==> src/design/dcls_pkg.sv <==
// Shared types for the dual-core lockstep supervisor.
// Every RTL module imports this package to get the bus widths,
// the AHB transfer codes and the request and response structs.

package dcls_pkg;

    // Lag of the trailing core behind the leading core, in cycles
    localparam int CORE_LAG = 1;

    typedef logic [31:0] addr_t;    // AHB address
    typedef logic [31:0] data_t;    // AHB read or write data word
    typedef logic [1:0]  htrans_t;  // AHB transfer type
    typedef logic [2:0]  hsize_t;   // AHB transfer size
    typedef logic [5:0]  parity_t;  // Request parity from the core
    typedef logic [2:0]  triple_t;  // Three redundant copies of one flag

    // Transfer type codes
    localparam htrans_t HTRANS_IDLE   = 2'b00;
    localparam htrans_t HTRANS_BUSY   = 2'b01;
    localparam htrans_t HTRANS_NONSEQ = 2'b10;
    localparam htrans_t HTRANS_SEQ    = 2'b11;

    // One core's request on one bus, 76 bits
    typedef struct packed {
        htrans_t htrans;
        addr_t   haddr;
        logic    hwrite;
        hsize_t  hsize;
        parity_t hparity;
        data_t   hwdata;    // Data phase of the previous transfer
    } bus_req_t;

    // Response seen by one core on one bus, 34 bits
    typedef struct packed {
        logic  hready;
        logic  hresp;
        data_t hrdata;
    } bus_rsp_t;

endpackage

==> src/design/dcls_top.sv <==
// Top level of the dual-core lockstep supervisor.
// Sits between two RISC-V cores and their AHB-Lite instruction and data
// buses. The cores connect to the lead_* and trail_* ports, the buses to
// the voted response inputs and the ibus/dbus request outputs.

module dcls_top (
    input  logic               s_clk_i,
    input  logic               reset_i,

    // Instruction bus response, flags triplicated
    input  dcls_pkg::triple_t  i_hready_i,
    input  dcls_pkg::triple_t  i_hresp_i,
    input  dcls_pkg::data_t    i_hrdata_i,

    // Data bus response, flags triplicated
    input  dcls_pkg::triple_t  d_hready_i,
    input  dcls_pkg::triple_t  d_hresp_i,
    input  dcls_pkg::data_t    d_hrdata_i,

    input  logic               meip_i,
    input  logic               mtip_i,

    // Requests from both cores
    input  dcls_pkg::bus_req_t lead_ireq_i,
    input  dcls_pkg::bus_req_t trail_ireq_i,
    input  dcls_pkg::bus_req_t lead_dreq_i,
    input  dcls_pkg::bus_req_t trail_dreq_i,

    // Responses and side inputs to both cores
    output dcls_pkg::bus_rsp_t lead_irsp_o,
    output dcls_pkg::bus_rsp_t lead_drsp_o,
    output dcls_pkg::bus_rsp_t trail_irsp_o,
    output dcls_pkg::bus_rsp_t trail_drsp_o,
    output logic               trail_meip_o,
    output logic               trail_mtip_o,
    output logic               trail_reset_o,

    // External buses and the lockstep error
    output dcls_pkg::bus_req_t ibus_req_o,
    output dcls_pkg::bus_req_t dbus_req_o,
    output logic               unrec_err_o
);

    import dcls_pkg::*;

    // Aligned request pairs for the comparator
    bus_req_t ibus_lead_cmp;
    bus_req_t ibus_trail_cmp;
    bus_req_t dbus_lead_cmp;
    bus_req_t dbus_trail_cmp;

    response_voter voter (
        .s_clk_i       (s_clk_i),
        .reset_i       (reset_i),
        .i_hready_i    (i_hready_i),
        .i_hresp_i     (i_hresp_i),
        .i_hrdata_i    (i_hrdata_i),
        .d_hready_i    (d_hready_i),
        .d_hresp_i     (d_hresp_i),
        .d_hrdata_i    (d_hrdata_i),
        .meip_i        (meip_i),
        .mtip_i        (mtip_i),
        .lead_irsp_o   (lead_irsp_o),
        .lead_drsp_o   (lead_drsp_o),
        .trail_irsp_o  (trail_irsp_o),
        .trail_drsp_o  (trail_drsp_o),
        .trail_meip_o  (trail_meip_o),
        .trail_mtip_o  (trail_mtip_o),
        .trail_reset_o (trail_reset_o)
    );

    request_align ibus_align (
        .s_clk_i     (s_clk_i),
        .reset_i     (reset_i),
        .lead_req_i  (lead_ireq_i),
        .trail_req_i (trail_ireq_i),
        .lead_cmp_o  (ibus_lead_cmp),
        .trail_cmp_o (ibus_trail_cmp)
    );

    request_align dbus_align (
        .s_clk_i     (s_clk_i),
        .reset_i     (reset_i),
        .lead_req_i  (lead_dreq_i),
        .trail_req_i (trail_dreq_i),
        .lead_cmp_o  (dbus_lead_cmp),
        .trail_cmp_o (dbus_trail_cmp)
    );

    lockstep_compare compare (
        .ibus_lead_i  (ibus_lead_cmp),
        .ibus_trail_i (ibus_trail_cmp),
        .ibus_live_i  (lead_ireq_i),    // Bus drive comes from the leading core
        .dbus_lead_i  (dbus_lead_cmp),
        .dbus_trail_i (dbus_trail_cmp),
        .dbus_live_i  (lead_dreq_i),
        .ibus_req_o   (ibus_req_o),
        .dbus_req_o   (dbus_req_o),
        .unrec_err_o  (unrec_err_o)
    );

endmodule

==> src/design/lockstep_compare.sv <==
// Output side of the lockstep supervisor.
// Compares the aligned leading and trailing requests of both buses and
// raises the unrecoverable error when they disagree. The external buses
// are driven by the leading core's live requests.

module lockstep_compare (
    input  dcls_pkg::bus_req_t ibus_lead_i,     // Aligned instruction bus pair
    input  dcls_pkg::bus_req_t ibus_trail_i,
    input  dcls_pkg::bus_req_t ibus_live_i,     // Leading core, undelayed
    input  dcls_pkg::bus_req_t dbus_lead_i,     // Aligned data bus pair
    input  dcls_pkg::bus_req_t dbus_trail_i,
    input  dcls_pkg::bus_req_t dbus_live_i,
    output dcls_pkg::bus_req_t ibus_req_o,
    output dcls_pkg::bus_req_t dbus_req_o,
    output logic               unrec_err_o
);

    import dcls_pkg::*;

    logic ibus_mismatch;
    logic dbus_mismatch;

    // Disagreement rule shared by both buses
    function automatic logic disagree(input bus_req_t a, input bus_req_t b);
        logic addr_phase_diff;
        logic data_phase_diff;
        addr_phase_diff = (a.haddr   != b.haddr)  ||
                          (a.hwrite  != b.hwrite) ||
                          (a.hsize   != b.hsize)  ||
                          (a.hparity != b.hparity);
        // Data phase belongs to the previous transfer, so htrans does not qualify it
        data_phase_diff = (a.hwdata != b.hwdata);
        if (a.htrans != b.htrans) begin
            return 1'b1;
        end
        if (a.htrans != HTRANS_IDLE && addr_phase_diff) begin
            return 1'b1;
        end
        return data_phase_diff;
    endfunction

    always_comb begin
        ibus_mismatch = disagree(ibus_lead_i, ibus_trail_i);
        dbus_mismatch = disagree(dbus_lead_i, dbus_trail_i);
    end

    assign unrec_err_o = ibus_mismatch | dbus_mismatch;

    // External buses follow the leading core with no added latency
    assign ibus_req_o = ibus_live_i;
    assign dbus_req_o = dbus_live_i;

endmodule

==> src/design/request_align.sv <==
// Request alignment for one bus.
// The leading request is delayed by CORE_LAG + 1 cycles and the trailing
// request by CORE_LAG cycles, so both copies of one program step leave
// this block in the same cycle. One instance serves each bus.

module request_align (
    input  logic               s_clk_i,
    input  logic               reset_i,
    input  dcls_pkg::bus_req_t lead_req_i,     // Live request of the leading core
    input  dcls_pkg::bus_req_t trail_req_i,    // Live request of the trailing core
    output dcls_pkg::bus_req_t lead_cmp_o,
    output dcls_pkg::bus_req_t trail_cmp_o
);

    import dcls_pkg::*;

    // Leading chain holds up to two requests in flight
    bus_req_t lead_pipe [0:CORE_LAG];
    bus_req_t trail_pipe [0:CORE_LAG-1];

    always_ff @(posedge s_clk_i) begin
        lead_pipe[0]  <= lead_req_i;
        trail_pipe[0] <= trail_req_i;
        for (int i = 1; i <= CORE_LAG; i++) begin
            lead_pipe[i] <= lead_pipe[i-1];
        end
        for (int i = 1; i < CORE_LAG; i++) begin
            trail_pipe[i] <= trail_pipe[i-1];
        end

        // Idle transfers and clear write data keep the comparator quiet
        if (reset_i) begin
            for (int i = 0; i <= CORE_LAG; i++) begin
                lead_pipe[i].htrans <= HTRANS_IDLE;
                lead_pipe[i].hwdata <= '0;
            end
            for (int i = 0; i < CORE_LAG; i++) begin
                trail_pipe[i].htrans <= HTRANS_IDLE;
                trail_pipe[i].hwdata <= '0;
            end
        end
    end

    assign lead_cmp_o  = lead_pipe[CORE_LAG];       // Issued two cycles ago
    assign trail_cmp_o = trail_pipe[CORE_LAG-1];    // Issued one cycle ago

endmodule

==> src/design/response_voter.sv <==
// Input side of the lockstep supervisor.
// Votes the triplicated hready and hresp flags of both buses, hands the
// leading core its response in the same cycle and delays the responses,
// interrupts and reset by one cycle for the trailing core.

module response_voter (
    input  logic              s_clk_i,
    input  logic              reset_i,

    // Instruction bus response
    input  dcls_pkg::triple_t i_hready_i,
    input  dcls_pkg::triple_t i_hresp_i,
    input  dcls_pkg::data_t   i_hrdata_i,

    // Data bus response
    input  dcls_pkg::triple_t d_hready_i,
    input  dcls_pkg::triple_t d_hresp_i,
    input  dcls_pkg::data_t   d_hrdata_i,

    input  logic              meip_i,       // External interrupt
    input  logic              mtip_i,       // Timer interrupt

    output dcls_pkg::bus_rsp_t lead_irsp_o,
    output dcls_pkg::bus_rsp_t lead_drsp_o,
    output dcls_pkg::bus_rsp_t trail_irsp_o,
    output dcls_pkg::bus_rsp_t trail_drsp_o,
    output logic               trail_meip_o,
    output logic               trail_mtip_o,
    output logic               trail_reset_o
);

    import dcls_pkg::*;

    // 2-of-3 majority of one redundant flag
    function automatic logic vote(input triple_t t);
        return (t[0] & t[1]) | (t[0] & t[2]) | (t[1] & t[2]);
    endfunction

    // Leading core sees the voted response without delay
    always_comb begin
        lead_irsp_o.hready = vote(i_hready_i);
        lead_irsp_o.hresp  = vote(i_hresp_i);
        lead_irsp_o.hrdata = i_hrdata_i;

        lead_drsp_o.hready = vote(d_hready_i);
        lead_drsp_o.hresp  = vote(d_hresp_i);
        lead_drsp_o.hrdata = d_hrdata_i;
    end

    // Trailing core gets the same values one cycle later,
    // which keeps it exactly CORE_LAG steps behind
    always_ff @(posedge s_clk_i) begin
        trail_irsp_o <= lead_irsp_o;
        trail_drsp_o <= lead_drsp_o;
        trail_meip_o <= meip_i;
        trail_mtip_o <= mtip_i;
    end

    // Trailing reset releases one cycle after reset_i
    always_ff @(posedge s_clk_i) begin
        trail_reset_o <= reset_i;
    end

endmodule

==> config.mk <==
export PLATFORM = sky130hd
export DESIGN_NAME = dcls_top
export DESIGN_NICKNAME = d
export VERILOG_FILES = /design/src/design/dcls_pkg.sv /design/src/design/dcls_top.sv /design/src/design/lockstep_compare.sv /design/src/design/request_align.sv /design/src/design/response_voter.sv
export SDC_FILE = /design/constraint.sdc
export NUM_CORES = 1
export LEC_CHECK = 0
export BUFFER_PORTS_ARGS = -buffer_cell sky130_fd_sc_hd__buf_2
export CORE_AREA = 2 2 259 261
export DETAILED_ROUTE_END_ITERATION = 10
export DIE_AREA = 0 0 261 263
export HOLD_SLACK_MARGIN = 0.02
export SYNTH_ARGS = -nofsm -noshare
export SYNTH_HDL_FRONTEND = slang
export SYNTH_SLANG_ARGS = --single-unit
==> constraint.sdc <==
create_clock -name s_clk_i -period 1.6 [get_ports s_clk_i]
set_clock_uncertainty 0.15 [all_clocks]
set_input_delay 0.32 -clock s_clk_i [delete_from_list [all_inputs] [get_ports s_clk_i]]
set_output_delay 0.32 -clock s_clk_i [all_outputs]
set_load 0.01 [all_outputs]
==> results of run 1 <==
[area by class of cell]
cell class | count | area (sq um) | share of cell area, %
clock inverters | 31 | 337.8 | 1.409
clock buffers | 73 | 1567 | 6.535
well taps | 864 | 1081 | 4.510
flip-flops and latches | 527 | 10550 | 44.02
multi-input cells | 414 | 3042 | 12.69
repair buffers | 993 | 7372 | 30.75
diodes | 8 | 20.02 | 0.08351
[registers in the layout, summed over array words and instances, names as in the netlist]
name / count
voter.trail_meip_o: 1
ibus_align.lead_pipe: 152
voter.trail_irsp_o: 34
dbus_align.lead_pipe: 152
voter.trail_mtip_o: 1
voter.trail_reset_o: 1
ibus_align.trail_pipe: 76
voter.trail_drsp_o: 34
dbus_align.trail_pipe: 76
[cell families after synthesis]
kind of cell | Yosys count | share of synthesized area, %
simple gates | 256 | 10.44
buf+inv | 238 | 11.19
compound gates | 2 | 0.1150
flops | 527 | 69.26
xor+xnor | 152 | 8.739
fa+ha+maj | 4 | 0.2628
[worst max path at each step]
stage / start / endpoint / slack (ps)
global route: dbus_align.trail_pipe[0][51] / unrec_err_o / -1550
CTS: ibus_align.trail_pipe[0][51] / unrec_err_o / -1520
global placement: dbus_align.trail_pipe[0][46] / unrec_err_o / -1270
finish: dbus_align.lead_pipe[1][2] / unrec_err_o / -1350
detailed placement: dbus_align.trail_pipe[0][46] / unrec_err_o / -1170
floorplan: ibus_align.trail_pipe[0][34] / unrec_err_o / -110
[cells in the mapped netlist]
| cell | n | area [sq um] |
|---|---|---|
| xor2_1 | 144 | 1261 |
| clkbuf_1 | 22 | 82.58 |
| buf_4 | 216 | 1622 |
| nor2_1 | 2 | 7.510 |
| o32ai_1 | 2 | 17.52 |
| dfxtp_1 | 527 | 10550 |
| maj3_1 | 4 | 40.04 |
| nor3_1 | 2 | 10.01 |
| nand3_1 | 3 | 15.01 |
| nor2b_1 | 204 | 1276 |
| nand4_1 | 10 | 62.56 |
| xnor2_1 | 8 | 70.07 |
| nor4_1 | 35 | 219.0 |
[metal layers]
layer / vias to the layer above / track usage (%) / share of wire (%)
met5: - / 0 / 0.027
met4: 2 / 5.206 / 3.1
met3: 109 / 3.457 / 6.6
met2: 388 / 24.09 / 51
met1: 4869 / 14.64 / 39
li1: 5122 / - / -
[repair_timing]
item	4_1_cts	5_1_grt
endpoints found under the setup margin	3	149
pin swaps	3	2
hold buffers	377	9
gates cloned	0	0
gates resized for setup	10	65
endpoints found under the hold margin	378	10
[through the flow]
step / area, sq um / util, % / total power, mW / std cells
global placement: 18310 / 27.90 / 16.33 / 2513
detailed placement: 18310 / 27.90 / 16.35 / 2513
CTS: 24030 / 36.62 / 30.38 / 2994
global route: 23970 / 36.52 / 31.27 / 2908
floorplan: 15230 / - / 15.40 / 1179
finish: 23970 / 36.53 / 30.02 / 2910
[critical path, stage by stage, from the launching register on]
cell and delay, ps:
dfxtp_1 320, buf_12 130, xor2_1 140, nor4_2 330
buf_4 180, nand4_1 170, nor3_2 300, nand4_1 160
buf_6 160
[power breakdown]
group,internal [mW],switching (mW)
Combinational,1.60,1.17
Clock,7.77,5.42
Sequential,13.8,0.253
==> flow_summary.toml, run 1 <==
[min_path]
worstHoldPathCells = 2
hold_start = "lead_ireq_i[61]"
hold_end = "ibus_align.lead_pipe[0][61]"
worstHoldPathType = "input port to flop"

[logic_synthesis]
synthesis.area_sq_um = 15230
yosys_register_bits = 527
syn_inst = 1179
syn_avg_cell_area_sq_um = 12.92
synth_seq_area_share_pct = 69.26
yosys_warnings = 0
synthDistinctLibCells = 13
synthesis.nets = 1563

[setup_path]
critPathLaunchType = "flop"
worstPathMaxFanout = 1
r2r_end = "dbus_align.lead_pipe[1][3]"
critPathCaptureType = "output port"
cp.required_ps = 1130
reg2regPathDepth = 1
worst-setup-path-type = "flop to output port"
cp.arrival_ps = 2480
r2r_start = "dbus_align.lead_pipe[0][3]"
r2r_slack_ps = 800

[global_route]
grt_usage_pct = 13.28
overflow = 0
antenna_found_initial = 8
grt_pass1_vias = 11970
grt_max_degree = 80
grt_pass1_wl_um = 69450

[sta]
finalCritPeriodShare_pct = 184.5
setup_ws_ps = -1352
rsz0062_at_grt = "yes"
finalSetupViolCount = 2
tightestPinTransition_ps = 529.1
setup_tns_ps = -1368
finalMaxSlewViolations = 0
holdWs_ps = -66.53
max_slew_margin_pct = 64.61
fmax_mhz = 338.8
period_needed_ps = 2952
finalHoldViolations = 1

[routing]
viasPerCell = 3.605
antenna_left = 0
wl_um = 47610
drtIter0Drc = 368
drc = 0
drt-pass1-iter-count = 4
routedWlPerCell_um = 16.36
vias = 10490

[placed_design]
dp_hpwl_um = 31780
gp_congestion = 0.8431
place_ws_ps = -1168
portBuffers = 675

[final_layout]
fillers = 6279
areaGrowthSynthToFinish_pct = 57.36
drive_gt1_share_pct = 35.08
final_common_cell = "dfxtp_1"
nNetsFinal = 2376
layout_common_cells = "525 x dfxtp_1, 521 x buf_2, 376 x dlygate4sd3_1, 204 x nor2b_1, 144 x xor2_1"

[floorplan]
core_area_sq_um = 65630
boundaryPins = 676
dieArea_sq_um = 68640
die_y_um = 263
dieWidth_um = 261
initial_core_util_pct = 23.21
rows = 94

[clock_network]
clkSlewWorstSetupHoldPaths_ps = 70
postCtsSetupBuffers = 0
clock_sinks = 527
cts_tree = "done"
cts_max_level = 2
cts_buffers = 56
root_buffer = "clkbuf_16"
cts_buffer_depth = 3
clk_latency_ps = 590

[pwr]
max-vdd-ir-drop_uv = 748.3
leakage_nw = 10.89
power_density_nw_per_um2 = 1252

[flow_run]
drv_cap = 0

[status]
status = "finished with violations"
violations = "hold timing, setup timing"
Power figures use the tool's default switching activity.
==> run 2, diff against run 1 <==
ABC_AREA = 1   (was default)
CORE_AREA = 2 2 260 262   (was 2 2 259 261)
DIE_AREA = 0 0 262 264   (was 0 0 261 263)
REMOVE_ABC_BUFFERS = 1   (was default)
==> run 2 against run 1 <==
Net effect: the flow finishes with violations (setup timing); clock-buffer cell count decreased by 3; setup slack improved by 370 ps; critical path type unchanged; combinational power increased by 8.7%; area after synthesis increased by 6.4%; critical path depth decreased by 1; highest routed layer unchanged; largest cell class unchanged; total power increased by 1.5%; die area increased by 0.76%.
==> flow_summary.toml, run 2 <==
[logic_synthesis]
synth_seq_area_share_pct = 65.07
synthTopCellsByArea = "dfxtp_1 65%, buf_4 10%, inv_1 7.3%"
syn_inst = 1653
synthesis.area_sq_um = 16210
synthDistinctLibCells = 17
synthFlopType = "dfxtp_1"
yosysTopAreaCellShare_pct = 65.07
synth_common_cells = "527 x dfxtp_1, 314 x inv_1, 253 x nor2_1"
syn_avg_cell_area_sq_um = 9.808
synth.most_common_cell = "dfxtp_1"
yosysTopAreaCell = "dfxtp_1"
yosys_register_bits = 527
synthArstFlopShare_pct = 0
yosys_warnings = 0
synth_edf_count = 0

[routing]
viasPerCell = 3.590
antenna_left = 0
drtIter0Drc = 433
vias = 12250
drc = 0
drt-pass1-iter-count = 4
wl_um = 50800
routedWlPerCell_um = 14.89

[sta]
fmax_mhz = 386.7
setup_ws_ps = -985.9
holdWs_ps = 66.93
finalCritPeriodShare_pct = 161.6
rsz0062_at_grt = "yes"
finalMaxSlewViolations = 0
max_slew_margin_pct = 65.33
period_needed_ps = 2586
tightestPinTransition_ps = 518.3
finalHoldViolations = 0
finalSetupViolCount = 2

[final_layout]
drive_gt1_share_pct = 29.51
fillers = 6368
fin_area_sq_um = 25150
final_common_cell = "buf_2"
nNetsFinal = 2870
layout_common_cells = "529 x buf_2, 509 x dfxtp_1, 395 x dlygate4sd3_1, 314 x inv_1, 244 x nor2_1"
post-route-util_pct = 37.78
reg_top3 = "dbus_align.lead_pipe: 152 flops, ibus_align.lead_pipe: 152 flops"
areaGrowthSynthToFinish_pct = 55.09

[setup_path]
critPathMostFrequentCell = "nand3_2"
cp.required_ps = 1130
crit_slowest_cell = "dfxtp_2"
worst-setup-path-type = "flop to output port"
path_cells = "xnor2_2, nand4_1, nor2_2, nand3_2, nor2_4, nand3_2, buf_6"
worstPathMaxFanout = 1
max_stage_delay_ps = 330
critPathCaptureType = "output port"
r2r_slack_ps = 800
critPathLaunchType = "flop"
cp.arrival_ps = 2120

[pwr]
seqPwrFrac_pct = 46.3
power_frac_clock_pct = 43.9
netSwitchingFraction_pct = 22.98
power.switching_mw = 7.002
power_density_nw_per_um2 = 1211
p_int_mw = 23.46
leakage_nw = 12.25
design_power_total_mw = 30.46
p_comb_share_pct = 9.9
max-vdd-ir-drop_uv = 734.2

[placed_design]
dp_hpwl_um = 35160
dpl_cell_area_sq_um = 19210
place_ws_ps = -857.7
portBuffers = 675
gp_congestion = 0.8557

[global_route]
grt_usage_pct = 14.19
grt_pass1_wl_um = 73510
grt_pass1_vias = 13080
antenna_found_initial = 10
overflow = 0
grt_max_degree = 40

[floorplan]
dieArea_sq_um = 69170
dieWidth_um = 262
die_y_um = 264
rows = 95
boundaryPins = 676
core_area_sq_um = 66560
initial_core_util_pct = 24.36

[clock_network]
cts_tree = "done"
cts_buffers = 54
root_buffer = "clkbuf_16"
cts_buffer_depth = 3
clk_latency_ps = 590
clock_sinks = 527
cts_max_level = 2
clkSlewWorstSetupHoldPaths_ps = 60

[min_path]
worstHoldPathType = "input port to flop"

[status]
status = "finished with violations"
violations = "setup timing"

[flow_run]
drv_cap = 0
run 2: power by group through the flow:
stage	Combinational (mW)	Clock [mW]	Sequential, mW
2_1_floorplan	0.618	0	14.4
3_3_place_gp	2.19	0	14.3
4_1_cts	3.01	13.8	14.1
6_report	3.01	13.4	14.1
3_5_place_dp	2.19	0	14.4
5_1_grt	3.29	14.3	14.2
run 2: metal layers:
| metal | wire length [um] | GRT usage (%) | up-vias |
|---|---|---|---|
| met5 | 43 | 0 | - |
| met4 | 1883 | 5.894 | 6 |
| met3 | 5097 | 5.671 | 110 |
| met2 | 23170 | 23.82 | 479 |
| met1 | 20600 | 15.88 | 5442 |
| li1 | - | - | 6209 |
run 2: metrics by stage:
stage          setup TNS (ps)  std cells
3_3_place_gp           -906.8       2992
3_5_place_dp           -857.7       2992
4_1_cts                 -1408       3486
6_report               -992.7       3411
5_1_grt                 -1298       3407
2_1_floorplan               0       1414
run 2: kinds of logic (layout without fill, tap and decap cells):
logic type	after synthesis	in the layout	share of synthesized area, %
other	0	7	0
AO/OA/AOI/OAI	5	5	0.1543
flip-flops	527	527	65.07
buffers and inverters	553	1431	17.95
adder cells (fa/ha/maj)	4	4	0.2470
XOR/XNOR	101	101	5.456
AND/OR/NAND/NOR	463	463	11.12
run 2: final timing paths:
kind,startpoint,cells after the start,to
setup / recovery,dbus_align.trail_pipe[0][74],7,unrec_err_o
hold / removal,reset_i,2,ibus_align.trail_pipe[0][26]
setup reg to reg,ibus_align.lead_pipe[0][10],2,ibus_align.lead_pipe[1][10]
hold reg to reg,ibus_align.lead_pipe[0][47],0,ibus_align.lead_pipe[1][47]
run 2: final cells by class:
type / instances / area (sq um) / share of cell area (%)
antenna: 7 / 17.52 / 0.06966
clock buffer: 70 / 1501 / 5.971
clock inverter: 31 / 415.4 / 1.652
inverter: 314 / 1179 / 4.687
multi-input combinational: 573 / 2863 / 11.38
sequential: 527 / 10570 / 42.05
tap: 873 / 1092 / 4.344
timing repair buffer: 1016 / 7505 / 29.85
run 2: worst max-delay path: cells and delay by family (launching register included):
kind | cells | cell delay, ps
buffers and inverters | 1 | 130
xor gates and xnor gates | 1 | 150
and+or+nand+nor | 5 | 920
DFF | 1 | 330
run 2: what timing repair did:
action                                  in CTS  in global routing
gates resized for setup                     52                 67
setup buffers                                0                  0
hold buffers                               394                 11
hold endpoints to repair                   386                 12
endpoints found under the setup margin      20                155
pin swaps                                   11                  9
==> run 3, diff against run 2 <==
CORE_AREA = 2 2 264 266   (was 2 2 260 262)
DIE_AREA = 0 0 266 268   (was 0 0 262 264)
==> run 3 against run 2 <==
Net effect: the run still ends with setup timing left; die area is 3.1% higher; clock power is 7% higher; non-clock buffer count is 3 lower; combinational power hardly changed; setup slack better by 11 ps; hold slack worse by 34 ps; largest cell class unchanged.
==> flow_summary.toml, run 3 (synthesized netlist as in run 2, its figures left out) <==
[setup_path]
max_stage_delay_ps = 320
cp.arrival_ps = 2100
cp.required_ps = 1130
worstPathMaxFanout = 2
critPathCaptureType = "output port"
path_cells = "inv_1, nand2_1, nand4_2, nor2_2, nand2_2, nor2_4, nand3_4, nor2_4, nand3_2, buf_6"
crit_slowest_cell = "dfxtp_1"
critPathMostFrequentCell = "nor2_4"
critPathLaunchType = "flop"
worst-setup-path-type = "flop to output port"

[sta]
finalHoldViolations = 0
finalSetupViolCount = 3
period_needed_ps = 2575
max_slew_margin_pct = 76.81
setup_tns_ps = -985.3
finalCritPeriodShare_pct = 160.9
setup_ws_ps = -974.7
holdWs_ps = 32.77
finalMaxSlewViolations = 0
rsz0062_at_grt = "yes"
fmax_mhz = 388.4
tightestPinTransition_ps = 347.8

[clock_network]
clkSlewWorstSetupHoldPaths_ps = 60
cts_tree = "done"
root_buffer = "clkbuf_16"
cts_buffer_depth = 3
clock_sinks = 527
cts_max_level = 2
clk_latency_ps = 610
cts_buffers = 56

[floorplan]
dieArea_sq_um = 71290
core_area_sq_um = 68230
die_y_um = 268
initial_core_util_pct = 23.76
dieWidth_um = 266
boundaryPins = 676
rows = 96

[final_layout]
fin_cells = 3417
final_common_cell = "buf_2"
reg_top3 = "dbus_align.lead_pipe: 152 flops, ibus_align.lead_pipe: 152 flops"
drive_gt1_share_pct = 29.91
area.sequential_sq_um = 10580
multi_input_area_sq_um = 2850
layout_common_cells = "537 x buf_2, 511 x dfxtp_1, 385 x dlygate4sd3_1, 313 x inv_1, 244 x nor2_1"
post-route-util_pct = 37.00
fillers = 6630
areaGrowthSynthToFinish_pct = 55.70
nNetsFinal = 2869

[global_route]
grt_max_degree = 53
antenna_found_initial = 9
grt_pass1_vias = 12910
grt_usage_pct = 13.92
overflow = 0
grt_pass1_wl_um = 74440

[placed_design]
dp_hpwl_um = 35980
portBuffers = 675
gp_congestion = 0.9696
placed_cells = 2995

[pwr]
leakage_nw = 12.27
power_density_nw_per_um2 = 1247
max-vdd-ir-drop_uv = 733.0

[status]
status = "finished with violations"
violations = "setup timing"

[routing]
antenna_left = 0
drtIter0Drc = 393
wl_um = 51310
viasPerCell = 3.574
drt-pass1-iter-count = 6
routedWlPerCell_um = 15.02
drc = 0
vias = 12210

[min_path]
worstHoldPathType = "input port to flop"

[flow_run]
drv_cap = 0
run 3: final timing paths:
check,to,slack (ps),cells after the start,start
worst max register to register,ibus_align.lead_pipe[1][28],840,3,ibus_align.lead_pipe[0][28]
worst max-delay path,unrec_err_o,-970,10,ibus_align.lead_pipe[1][8]
worst min-delay path,dbus_align.lead_pipe[0][18],30,4,lead_dreq_i[18]
worst min register to register,dbus_align.lead_pipe[1][42],160,0,dbus_align.lead_pipe[0][42]
run 3: layer usage:
metal | vias up | GRT usage, % | share of wire [%]
li1 | 6204 | - | -
met1 | 5441 | 15.74 | 41
met2 | 455 | 23.29 | 46
met3 | 110 | 4.948 | 8.2
met4 | 4 | 6.939 | 4.6
met5 | - | 0 | 0.053
run 3: through the flow:
step                      power, mW  setup slack (ps)  area [sq um]
after CTS                     31.90             -1060         25290
after floorplan               14.97             156.9         14480
after global routing          32.78             -1140         25240
final                         31.48            -974.7         25240
after global placement        16.51            -863.1         19170
after detailed placement      16.53            -880.9         19170
run 3: power by group:
group          total, mW  switching, mW  internal [mW]
clock               14.4           5.49           8.92
sequential          14.1          0.272           13.8
combinational       2.98           1.34           1.64
total               31.5           7.10           24.4
run 3: final cells by class:
type,count,area share (%)
Tap cell,882,4.372
Clock buffer,68,6.047
Clock inverter,33,2.181
Multi-Input combinational cell,573,11.29
Timing Repair Buffer,1013,29.48
Antenna cell,7,0.06939
Sequential cell,527,41.89
Inverter,314,4.669
run 3: timing repair:
action	CTS	global route
cloned	0	0
resized for setup	52	69
buffers inserted	0	0
pin swaps	6	10
hold buffers	387	7
endpoints found under the hold margin	380	7
setup endpoints to repair	18	123
run 3: critical path: cells and delay by family, from the launching register on:
kind / cells / cell delay (ps)
simple gates: 8 / 1010
flops: 1 / 320
buf+inv: 2 / 170
